### src/hw/cdbus_config.svh
// ************************************************
// build constants for the transmit path
// frame depth counts payload only, the CRC is extra
// ************************************************
`ifndef CDBUS_CONFIG_SVH
`define CDBUS_CONFIG_SVH

// bit clock divisor, a bit lasts div + 1 clocks
`define CDBUS_DIV_W 16

`define CDBUS_LEN_W 10           // idle wait count, in bit times
`define CDBUS_FRAME_MAX 16       // payload bytes per frame

// CRC-16/MODBUS, reflected form, no final xor
`define CDBUS_CRC_POLY 16'hA001
`define CDBUS_CRC_SEED 16'hFFFF

`endif

### src/hw/cdbus_pkg.sv
// ************************************************
// shared bus types, widths come from cdbus_config.svh
// ************************************************
`include "cdbus_config.svh"

package cdbus_pkg;

    typedef logic [7:0] byte_t;                     // one bus character payload

    // bit clock divisor
    typedef logic [`CDBUS_DIV_W-1:0] div_t;

    typedef logic [`CDBUS_LEN_W-1:0] len_t;         // idle count in bit times

    // CRC, low byte goes on the line first
    typedef logic [15:0] crc_t;

endpackage

### src/hw/baud_rate.sv
// ************************************************
// bit clock, inc every div + 1 clocks, cap at mid bit
// sync restarts the bit, sel picks div_hs over div_ls
// ************************************************
module baud_rate (
    input  logic            clk,
    input  logic            reset_n,
    input  logic            sync,
    input  logic            sel,
    input  cdbus_pkg::div_t div_ls,
    input  cdbus_pkg::div_t div_hs,
    output logic            inc,
    output logic            cap
);
    import cdbus_pkg::*;

    div_t div;
    div_t cnt;

    assign div = sel ? div_hs : div_ls;

    // >= covers a switch to a shorter divisor mid-count
    assign inc = cnt >= div;
    assign cap = cnt == (div >> 1);   // middle of the bit

    always_ff @(posedge clk or negedge reset_n) begin
        if (!reset_n) begin
            cnt <= '0;
        end else if (sync || inc) begin
            cnt <= '0;                // next bit starts here
        end else begin
            cnt <= cnt + 1'b1;
        end
    end

endmodule

### src/hw/cdbus_tx_top.sv
// ************************************************
// transmit node, config inputs held steady while busy
// send_break must drop once break_done pulses
// ************************************************
module cdbus_tx_top (
    input  logic             clk,
    input  logic             reset_n,
    input  cdbus_pkg::byte_t in_data,
    input  logic             in_valid,
    input  logic             in_last,
    output logic             in_ready,
    output logic             frame_done,
    input  cdbus_pkg::div_t  div_ls,
    input  cdbus_pkg::div_t  div_hs,
    input  cdbus_pkg::len_t  tx_permit_len,
    input  logic [1:0]       tx_pre_len,
    input  logic             arbitration,
    input  logic             abort,
    input  logic             send_break,
    input  logic             rx,
    input  logic             bus_idle,
    output logic             tx,
    output logic             tx_en,
    output logic             cd,
    output logic             err,
    output logic             break_done
);
    import cdbus_pkg::*;

    byte_t buf_data;
    logic  has_data;
    logic  is_crc_byte;
    logic  is_last_byte;
    logic  ack_data;
    crc_t  crc_data;

    tx_frame_buf u_tx_frame_buf (
        .clk          (clk),
        .reset_n      (reset_n),
        .in_data      (in_data),
        .in_valid     (in_valid),
        .in_last      (in_last),
        .in_ready     (in_ready),
        .data         (buf_data),
        .has_data     (has_data),
        .is_crc_byte  (is_crc_byte),
        .is_last_byte (is_last_byte),
        .ack_data     (ack_data),
        .crc_data     (crc_data),
        .cd           (cd),
        .err          (err),
        .frame_done   (frame_done)
    );

    tx_ser u_tx_ser (
        .clk           (clk),
        .reset_n       (reset_n),
        .data          (buf_data),
        .has_data      (has_data),
        .ack_data      (ack_data),
        .is_crc_byte   (is_crc_byte),
        .is_last_byte  (is_last_byte),
        .crc_data      (crc_data),
        .has_break     (send_break),
        .ack_break     (break_done),
        .bus_idle      (bus_idle),
        .div_ls        (div_ls),
        .div_hs        (div_hs),
        .tx_permit_len (tx_permit_len),
        .tx_pre_len    (tx_pre_len),
        .arbitration   (arbitration),
        .abort         (abort),
        .cd            (cd),
        .err           (err),
        .rx            (rx),
        .tx            (tx),
        .tx_en         (tx_en)
    );

endmodule

### src/hw/serial_crc.sv
// ************************************************
// bit-serial CRC, LSB first, one bit per data_clk
// ************************************************
`include "cdbus_config.svh"

module serial_crc (
    input  logic            clk,
    input  logic            reset_n,
    input  logic            clean,
    input  logic            data_clk,
    input  logic            data_in,
    output cdbus_pkg::crc_t crc_out
);
    import cdbus_pkg::*;

    crc_t crc_next;
    logic feedback;

    // reflected shift, the poly folds in at the top
    assign feedback = crc_out[0] ^ data_in;
    assign crc_next = (crc_out >> 1) ^ (feedback ? crc_t'(`CDBUS_CRC_POLY) : crc_t'(0));

    always_ff @(posedge clk or negedge reset_n) begin
        if (!reset_n) begin
            crc_out <= crc_t'(`CDBUS_CRC_SEED);
        end else if (clean) begin
            crc_out <= crc_t'(`CDBUS_CRC_SEED);   // held between frames
        end else if (data_clk) begin
            crc_out <= crc_next;
        end
    end

endmodule

### src/hw/tx_frame_buf.sv
// ************************************************
// one-frame store, payload then CRC low and high
// a frame is cut at CDBUS_FRAME_MAX bytes
// ************************************************
`include "cdbus_config.svh"

module tx_frame_buf (
    input  logic             clk,
    input  logic             reset_n,
    input  cdbus_pkg::byte_t in_data,
    input  logic             in_valid,
    input  logic             in_last,
    output logic             in_ready,
    output cdbus_pkg::byte_t data,
    output logic             has_data,
    output logic             is_crc_byte,
    output logic             is_last_byte,
    input  logic             ack_data,
    input  cdbus_pkg::crc_t  crc_data,
    input  logic             cd,
    input  logic             err,
    output logic             frame_done
);
    import cdbus_pkg::*;

    localparam int ADDR_W = $clog2(`CDBUS_FRAME_MAX);
    localparam int IDX_W  = $clog2(`CDBUS_FRAME_MAX + 2);   // room for both CRC bytes

    byte_t            mem [`CDBUS_FRAME_MAX];
    logic [IDX_W-1:0] wr_cnt;       // payload length
    logic [IDX_W-1:0] rd_idx;
    logic             sending;
    logic             accept;
    crc_t             crc_hold;

    assign in_ready = !sending;
    assign accept   = in_valid && in_ready;
    assign has_data = sending;

    assign is_crc_byte  = rd_idx >= wr_cnt;
    assign is_last_byte = rd_idx == wr_cnt + 1'b1;   // CRC high byte

    always_comb begin
        if (!is_crc_byte)
            data = mem[rd_idx[ADDR_W-1:0]];
        else if (rd_idx == wr_cnt)
            data = crc_hold[7:0];
        else
            data = crc_hold[15:8];
    end

    always_ff @(posedge clk or negedge reset_n) begin
        if (!reset_n) begin
            sending    <= 1'b0;
            wr_cnt     <= '0;
            rd_idx     <= '0;
            frame_done <= 1'b0;
        end else begin
            frame_done <= 1'b0;
            if (!sending) begin
                if (accept) begin
                    wr_cnt <= wr_cnt + 1'b1;
                    if (in_last || wr_cnt == IDX_W'(`CDBUS_FRAME_MAX - 1)) begin
                        sending <= 1'b1;
                        rd_idx  <= '0;
                    end
                end
            end else if (cd || err) begin
                rd_idx <= '0;                // lost the bus, start over
            end else if (ack_data) begin
                if (is_last_byte) begin
                    sending    <= 1'b0;
                    wr_cnt     <= '0;
                    frame_done <= 1'b1;
                end else begin
                    rd_idx <= rd_idx + 1'b1;
                end
            end
        end
    end

    always_ff @(posedge clk) begin
        if (accept)
            mem[wr_cnt[ADDR_W-1:0]] <= in_data;
        // CRC is final once the last payload byte is out
        if (sending && ack_data && rd_idx == wr_cnt - 1'b1)
            crc_hold <= crc_data;
    end

endmodule

### src/hw/tx_ser.sv
// ************************************************
// bus serializer, 10-bit characters, LSB first
// arbitration covers the first character only
// has_break must drop once ack_break is seen
// ************************************************
module tx_ser (
    input  logic               clk,
    input  logic               reset_n,
    input  cdbus_pkg::byte_t   data,
    input  logic               has_data,
    output logic               ack_data,
    input  logic               is_crc_byte,
    input  logic               is_last_byte,
    output cdbus_pkg::crc_t    crc_data,
    input  logic               has_break,
    output logic               ack_break,
    input  logic               bus_idle,
    input  cdbus_pkg::div_t    div_ls,
    input  cdbus_pkg::div_t    div_hs,
    input  cdbus_pkg::len_t    tx_permit_len,
    input  logic [1:0]         tx_pre_len,
    input  logic               arbitration,
    input  logic               abort,
    output logic               cd,
    output logic               err,
    input  logic               rx,
    output logic               tx,
    output logic               tx_en
);
    import cdbus_pkg::*;

    localparam logic [2:0] S_WAIT = 3'b001;
    localparam logic [2:0] S_PRE  = 3'b010;
    localparam logic [2:0] S_DATA = 3'b100;

    logic [2:0] state;
    len_t       wait_cnt;
    logic       tx_permit;
    logic [1:0] pre_cnt;
    logic [3:0] bit_cnt;        // 0 start, 1..8 data, 9 stop
    logic       is_break;
    logic       arb_field;
    logic       baud_sel;
    logic       baud_sync;
    logic       bit_inc;
    logic       bit_cap;
    logic       start;
    logic       pre_done;
    logic       collide;
    logic       crc_en;
    logic       next_bit;
    logic [9:0] tx_char;

    assign tx_char  = is_break ? 10'd0 : {1'b1, data, 1'b0};
    assign next_bit = tx_char[bit_cnt + 4'd1];

    assign start    = state == S_WAIT && tx_permit && (has_data || has_break);
    assign pre_done = state == S_PRE && bit_inc && pre_cnt == tx_pre_len - 2'd1;

    // bit edges follow the bus going idle and the frame start
    assign baud_sync = (state == S_WAIT && (!bus_idle || start)) || pre_done;

    // readback differs from what we drive at mid bit
    assign collide = state == S_DATA && arb_field && bit_cap && tx != rx;

    assign crc_en = state == S_DATA && bit_inc && !is_break && !is_crc_byte &&
                    bit_cnt >= 4'd1 && bit_cnt <= 4'd8;

    always_ff @(posedge clk or negedge reset_n) begin
        if (!reset_n) begin
            wait_cnt  <= '0;
            tx_permit <= 1'b0;
        end else if (state != S_WAIT || !bus_idle) begin
            wait_cnt  <= '0;
            tx_permit <= 1'b0;
        end else if (bit_inc && !tx_permit) begin
            wait_cnt <= wait_cnt + 1'b1;
            if (wait_cnt >= tx_permit_len)   // tx_permit_len + 1 idle bits
                tx_permit <= 1'b1;
        end
    end

    always_ff @(posedge clk or negedge reset_n) begin
        if (!reset_n) begin
            state     <= S_WAIT;
            pre_cnt   <= '0;
            bit_cnt   <= '0;
            is_break  <= 1'b0;
            arb_field <= 1'b0;
            baud_sel  <= 1'b0;
            ack_data  <= 1'b0;
            ack_break <= 1'b0;
            cd        <= 1'b0;
            err       <= 1'b0;
            tx        <= 1'b1;
            tx_en     <= 1'b0;
        end else begin
            ack_data  <= 1'b0;
            ack_break <= 1'b0;
            cd        <= 1'b0;
            err       <= 1'b0;

            case (state)
                S_WAIT: begin
                    baud_sel <= 1'b0;
                    pre_cnt  <= '0;
                    bit_cnt  <= '0;
                    if (start) begin
                        is_break  <= has_break;
                        arb_field <= arbitration && !has_break;
                        tx_en     <= 1'b1;
                        // no preamble under arbitration
                        if (arbitration || tx_pre_len == 2'd0) begin
                            state <= S_DATA;
                            tx    <= 1'b0;   // start bit
                        end else begin
                            state <= S_PRE;
                        end
                    end
                end

                S_PRE: begin
                    if (bit_inc)
                        pre_cnt <= pre_cnt + 1'b1;
                    if (pre_done) begin
                        state <= S_DATA;
                        tx    <= 1'b0;
                    end
                end

                S_DATA: begin
                    if (collide) begin
                        cd    <= tx && !rx;   // recessive one overridden
                        err   <= !tx && rx;
                        state <= S_WAIT;
                        tx    <= 1'b1;
                        tx_en <= 1'b0;
                    end else if (bit_inc) begin
                        if (bit_cnt != 4'd9) begin
                            bit_cnt <= bit_cnt + 1'b1;
                            tx      <= next_bit;
                            // release the line for ones while arbitrating
                            tx_en   <= !(arb_field && next_bit);
                        end else if (is_break) begin
                            ack_break <= 1'b1;
                            state     <= S_WAIT;
                            tx        <= 1'b1;
                            tx_en     <= 1'b0;
                        end else begin
                            ack_data  <= 1'b1;
                            baud_sel  <= 1'b1;   // high rate from byte 1 on
                            arb_field <= 1'b0;
                            bit_cnt   <= '0;
                            if (is_last_byte) begin
                                state <= S_WAIT;
                                tx    <= 1'b1;
                                tx_en <= 1'b0;
                            end else begin
                                tx    <= 1'b0;   // next start bit
                                tx_en <= 1'b1;
                            end
                        end
                    end
                end

                default: begin
                    state <= S_WAIT;
                    tx    <= 1'b1;
                    tx_en <= 1'b0;
                end
            endcase

            if (abort) begin
                state <= S_WAIT;
                cd    <= 1'b0;
                err   <= 1'b0;
                tx    <= 1'b1;
                tx_en <= 1'b0;
            end
        end
    end

    baud_rate u_baud_rate (
        .clk     (clk),
        .reset_n (reset_n),
        .sync    (baud_sync),
        .sel     (baud_sel),
        .div_ls  (div_ls),
        .div_hs  (div_hs),
        .inc     (bit_inc),
        .cap     (bit_cap)
    );

    serial_crc u_serial_crc (
        .clk      (clk),
        .reset_n  (reset_n),
        .clean    (state == S_WAIT),
        .data_clk (crc_en),
        .data_in  (tx),
        .crc_out  (crc_data)
    );

endmodule

### config.mk
export PLATFORM = sky130hd
export DESIGN_NAME = cdbus_tx_top
export DESIGN_NICKNAME = d
export VERILOG_FILES = /design/src/hw/cdbus_pkg.sv /design/src/hw/baud_rate.sv /design/src/hw/cdbus_tx_top.sv /design/src/hw/serial_crc.sv /design/src/hw/tx_frame_buf.sv /design/src/hw/tx_ser.sv
export VERILOG_INCLUDE_DIRS = /design/src /design/src/hw
export SDC_FILE = /design/constraint.sdc
export NUM_CORES = 1
export LEC_CHECK = 0
export ABC_AREA = 1
export BUFFER_PORTS_ARGS = -buffer_cell sky130_fd_sc_hd__buf_2
export CORE_MARGIN = 3
export CORE_UTILIZATION = 50
export DETAILED_ROUTE_END_ITERATION = 8
export PLACE_DENSITY = 0.68
export SYNTH_ARGS = -nofsm -noshare
export SYNTH_HDL_FRONTEND = slang
export SYNTH_SLANG_ARGS = --single-unit
### constraint.sdc
create_clock -name clk -period 5.69 [get_ports clk]
set_clock_uncertainty 0.15 [all_clocks]
set_input_delay 1.138 -clock clk [delete_from_list [all_inputs] [get_ports clk]]
set_output_delay 1.138 -clock clk [all_outputs]
set_load 0.05 [all_outputs]
==> qor.csv <==
stage,metric,value,unit
critical_path,slowest cell on the critical path,dfrtp_1,
detailed_routing,M1 WL,11200,µm
cells_and_area,nets,1391,
detailed_routing,1st-iter DRT viols,500,
detailed_routing,routed wl met2,12300,µm
floorplanning,Die Wd,156,µm
cts,clk root buf,clkbuf_16,
global_routing,first-pass GRT wire length,41700,µm
cts,clock buffer depth,3,
sta,final hold vios,0,
cells_and_area,Fillers,1962,
worst_hold_path,min-delay worst type,reg2reg,
detailed_routing,antenna-violating nets left,0,
sta,RSZ-0062 raised after global routing,no,
cells_and_area,ant diodes,0,
sta,Slew @ Worst Pin,0.942,ns
sta,Fmax,0.267,GHz
detailed_routing,routed len/inst,16.0,µm
critical_path,Worst path top cell family by delay,simple AND/OR/NAND/NOR gates,
critical_path,Worst path max stage delay,0.96,ns
detailed_routing,met3 wire length,1240,µm
synthesis,Syn Inst Count,1220,
run,Max Cap Viol,0,
placed_design,DPL Wire Length,17000,µm
pwr,Cell Pwr Density,464,nW/µm²
synthesis,sequential area share after synthesis,0.552,
sta,Relative slew margins,0.372,
pwr,P_leak,0.00551,µW
floorplanning,I/O Pins,68,
critical_path,Crit path top cell by count,nand2_1,
detailed_routing,Vias/cell,5.30,
critical_path,Bufs and invs on worst path,1,
floorplanning,DIE AREA,24200,µm²
cells_and_area,layout cell share with drive strength beyond 1,0.133,
critical_path,startpoint types,register,
floorplanning,Rows,54,
floorplanning,initial core utilization,0.511,
cts,cts bufs inserted,24,
synthesis,Synth Net Count,1328,
global_routing,GRT Total Usage,0.212,
run_status,status,finished clean,
global_routing,pin count of the biggest net entering global routing,74,
synthesis,xor/xnor share of the synthesized area,0.0172,
floorplanning,Die Span Y,156,µm
critical_path,crit path max fanout,25,
cts,Post-CTS Setup Bufs,0,
placed_design,GPL Wtd Cong,0.862,
cts,Worst-path clk slew,0.06,ns
global_routing,initial antenna violation count,0,
global_routing,GR Overflow Total,0,
placed_design,IO Port Bufs,67,
placed_design,area post-placement,11700,µm²
detailed_routing,DR top layer,met4,
synthesis,Syn Std Cell Area,11200,µm²
synthesis,Synth Area in Adders,0.0525,
synthesis,Simple-Gate Fraction of Synth Area,0.257,
pwr,VDD IR max,250,µV
detailed_routing,routed via count,8381,
synthesis,mux cell area share after synthesis,0.000894,
cts,Worst-Skew Late Latency,0.53,ns
cts,H-tree level count,1,
cts,CTS tree,built,
critical_path,arrival time worst endpoint,4.02,ns
synthesis,post-synthesis sequential element count,217,
synthesis,Synth Area in Compound Gates,0.0613,
synthesis,largest family of logic cells by synthesized area,simple AND/OR/NAND/NOR gates,
cells_and_area,synthesis-to-finish area growth,12.0,%
synthesis,yosys warns,0,
sta,aggregate negative setup slack,0,ns
sta,minimum clock period,3.74,ns
cts,CTS Hold Buffers Added,0,
critical_path,WP data required,5.96,ns
critical_path,crit end category,register,
cts,clk sinks,217,
global_routing,vias in the first global route,8184,
cells_and_area,post-route cell area,12500,µm²
sta,Final Slew Violations,0,
cts,CTS resizes,0,
detailed_routing,residual DRC count,0,
detailed_routing,DR pass1 iterations,5,
detailed_routing,routed wire length,25300,µm
synthesis,synthesized area per cell,9.17,µm²
synthesis,post-synth cell types,54,
sta,Final setup viols,0,
floorplanning,total core area,21900,µm²
sta,final worst path period share,0.657,
critical_path,CP cell instances,"inv_2, nand2_1, and2_4, ha_1, nand2_1, o21ai_0, nand2_1, o211ai_1, nand2_1, nand3_2, nand3_2, nand2_1, o21ai_0, o21ai_0",
critical_path,Crit Path Class,reg2reg,
[final timing paths]
kind / depth (start not counted) / slack [ns] / to / from
max in group asynchronous: 1 / 4.10 / u_tx_frame_buf.rd_idx[0]$_DFFE_PN0P_ / reset_n
min: 2 / 0.33 / u_tx_ser.u_serial_crc.crc_out[11]$_DFFE_PN1P_ / u_tx_ser.u_serial_crc.crc_out[11]$_DFFE_PN1P_
min reg2reg: 2 / 0.33 / u_tx_ser.u_serial_crc.crc_out[11]$_DFFE_PN1P_ / u_tx_ser.u_serial_crc.crc_out[11]$_DFFE_PN1P_
min in group asynchronous: 1 / 0.61 / u_tx_ser.u_baud_rate.cnt[8]$_DFF_PN0_ / reset_n
max reg2reg: 14 / 1.95 / u_tx_ser.u_serial_crc.crc_out[0]$_DFFE_PN1P_ / u_tx_ser.baud_sel$_DFFE_PN0P_
max: 14 / 1.95 / u_tx_ser.u_serial_crc.crc_out[0]$_DFFE_PN1P_ / u_tx_ser.baud_sel$_DFFE_PN0P_
[where the power goes]
| group | switching [µW] | internal (µW) |
|---|---|---|
| clock | 615 | 919 |
| combinational | 1530 | 707 |
| sequential | 174 | 1880 |
[layout by cell type, fill, tap and decap left out, drive strengths merged, types with 20 or more instances in the layout]
master  Yosys  layout
nand2     359     359
edfxtp    144     144
nand3     126     126
inv       125     126
nor2       99      99
buf        26      73
o21ai      63      63
dfrtp      55      55
ha         47      47
a21oi      38      38
clkbuf     10      29
nor3       20      20
[registers in the layout, indices dropped and copies added, names as in the netlist, 4 cells and up]
signal / flops
u_tx_frame_buf.mem: 128
u_tx_frame_buf.crc_hold: 16
u_tx_ser.u_baud_rate.cnt: 16
u_tx_ser.u_serial_crc.crc_out: 16
u_tx_ser.wait_cnt: 10
u_tx_frame_buf.rd_idx: 5
u_tx_frame_buf.wr_cnt: 5
u_tx_ser.bit_cnt: 4
[cell type report]
type / count / area [µm²] / share of cell area
sequential: 217 / 6170 / 0.492
clock buffer: 29 / 664 / 0.0530
inverter: 126 / 473 / 0.0377
tap: 280 / 350 / 0.0279
timing repair buffer: 73 / 383 / 0.0305
multi-input combinational: 841 / 4370 / 0.348
clock inverter: 14 / 125 / 0.00998
[per-layer routing]
metal	track usage	up-vias
met3	0.0258	41
met5	0	-
met2	0.357	215
li1	-	4204
met4	0.0550	0
met1	0.295	3921
[worst reg2reg max path: cells and delay by family, from the launching register on]
family / cells / cell delay (ns)
simple gates: 8 / 1.49
compound gates: 4 / 0.63
flops: 1 / 0.96
buf+inv: 1 / 0.29
fa+ha+maj: 1 / 0.13
[synth_stat cells, drive strengths merged]
cell / n / area share
and3: 2 / 0.0011
nor3: 20 / 0.012
a21o: 1 / 0.00067
edfxtp: 144 / 0.39
clkinv: 1 / 0.00034
mux2i: 1 / 0.00089
o21a: 1 / 0.00067
a211o: 1 / 0.00078
a41oi: 1 / 0.00078
dfrtp: 55 / 0.12
xnor2: 5 / 0.0039
nor3b: 9 / 0.0060
nor2: 99 / 0.035
o22ai: 4 / 0.0022
a31oi: 2 / 0.0011
and2: 3 / 0.0019
nand3b: 4 / 0.0049
nand4: 14 / 0.0078
xor2: 17 / 0.013
inv: 125 / 0.042
o211ai: 6 / 0.0040
dfstp: 18 / 0.042
nand2: 359 / 0.12
buf: 26 / 0.013
o221ai: 1 / 0.00078
a211oi: 1 / 0.00067
nor4: 5 / 0.0039
clkbuf: 10 / 0.0035
nor4b: 1 / 0.00078
o31ai: 2 / 0.0013
or2: 7 / 0.0039
a22oi: 1 / 0.00067
ha: 47 / 0.053
nand3: 126 / 0.058
a21oi: 38 / 0.017
o21ai: 63 / 0.031
[through the flow]
stage / util / setup WS (ns) / power, µW / cells / hold WS (ns)
after detailed placement: 0.537 / 1.90 / 4310 / 1537 / 0.321
after floorplan: - / 2.35 / 3730 / 1220 / 0.302
after global routing: 0.573 / 1.53 / 6270 / 1580 / 0.355
after global placement: 0.537 / 2.06 / 4250 / 1537 / 0.319
after CTS: 0.573 / 1.92 / 5860 / 1580 / 0.329
final: 0.573 / 1.95 / 5820 / 1580 / 0.328
[cell families after synthesis]
group,count (synthesis)
AOI/OAI and AO/OA,122
xor gates and xnor gates,22
adders and majority gates,47
buffers and inverters,162
DFF,217
muxes,1
and+or+nand+nor,649
Power figures use the tool's default switching activity.
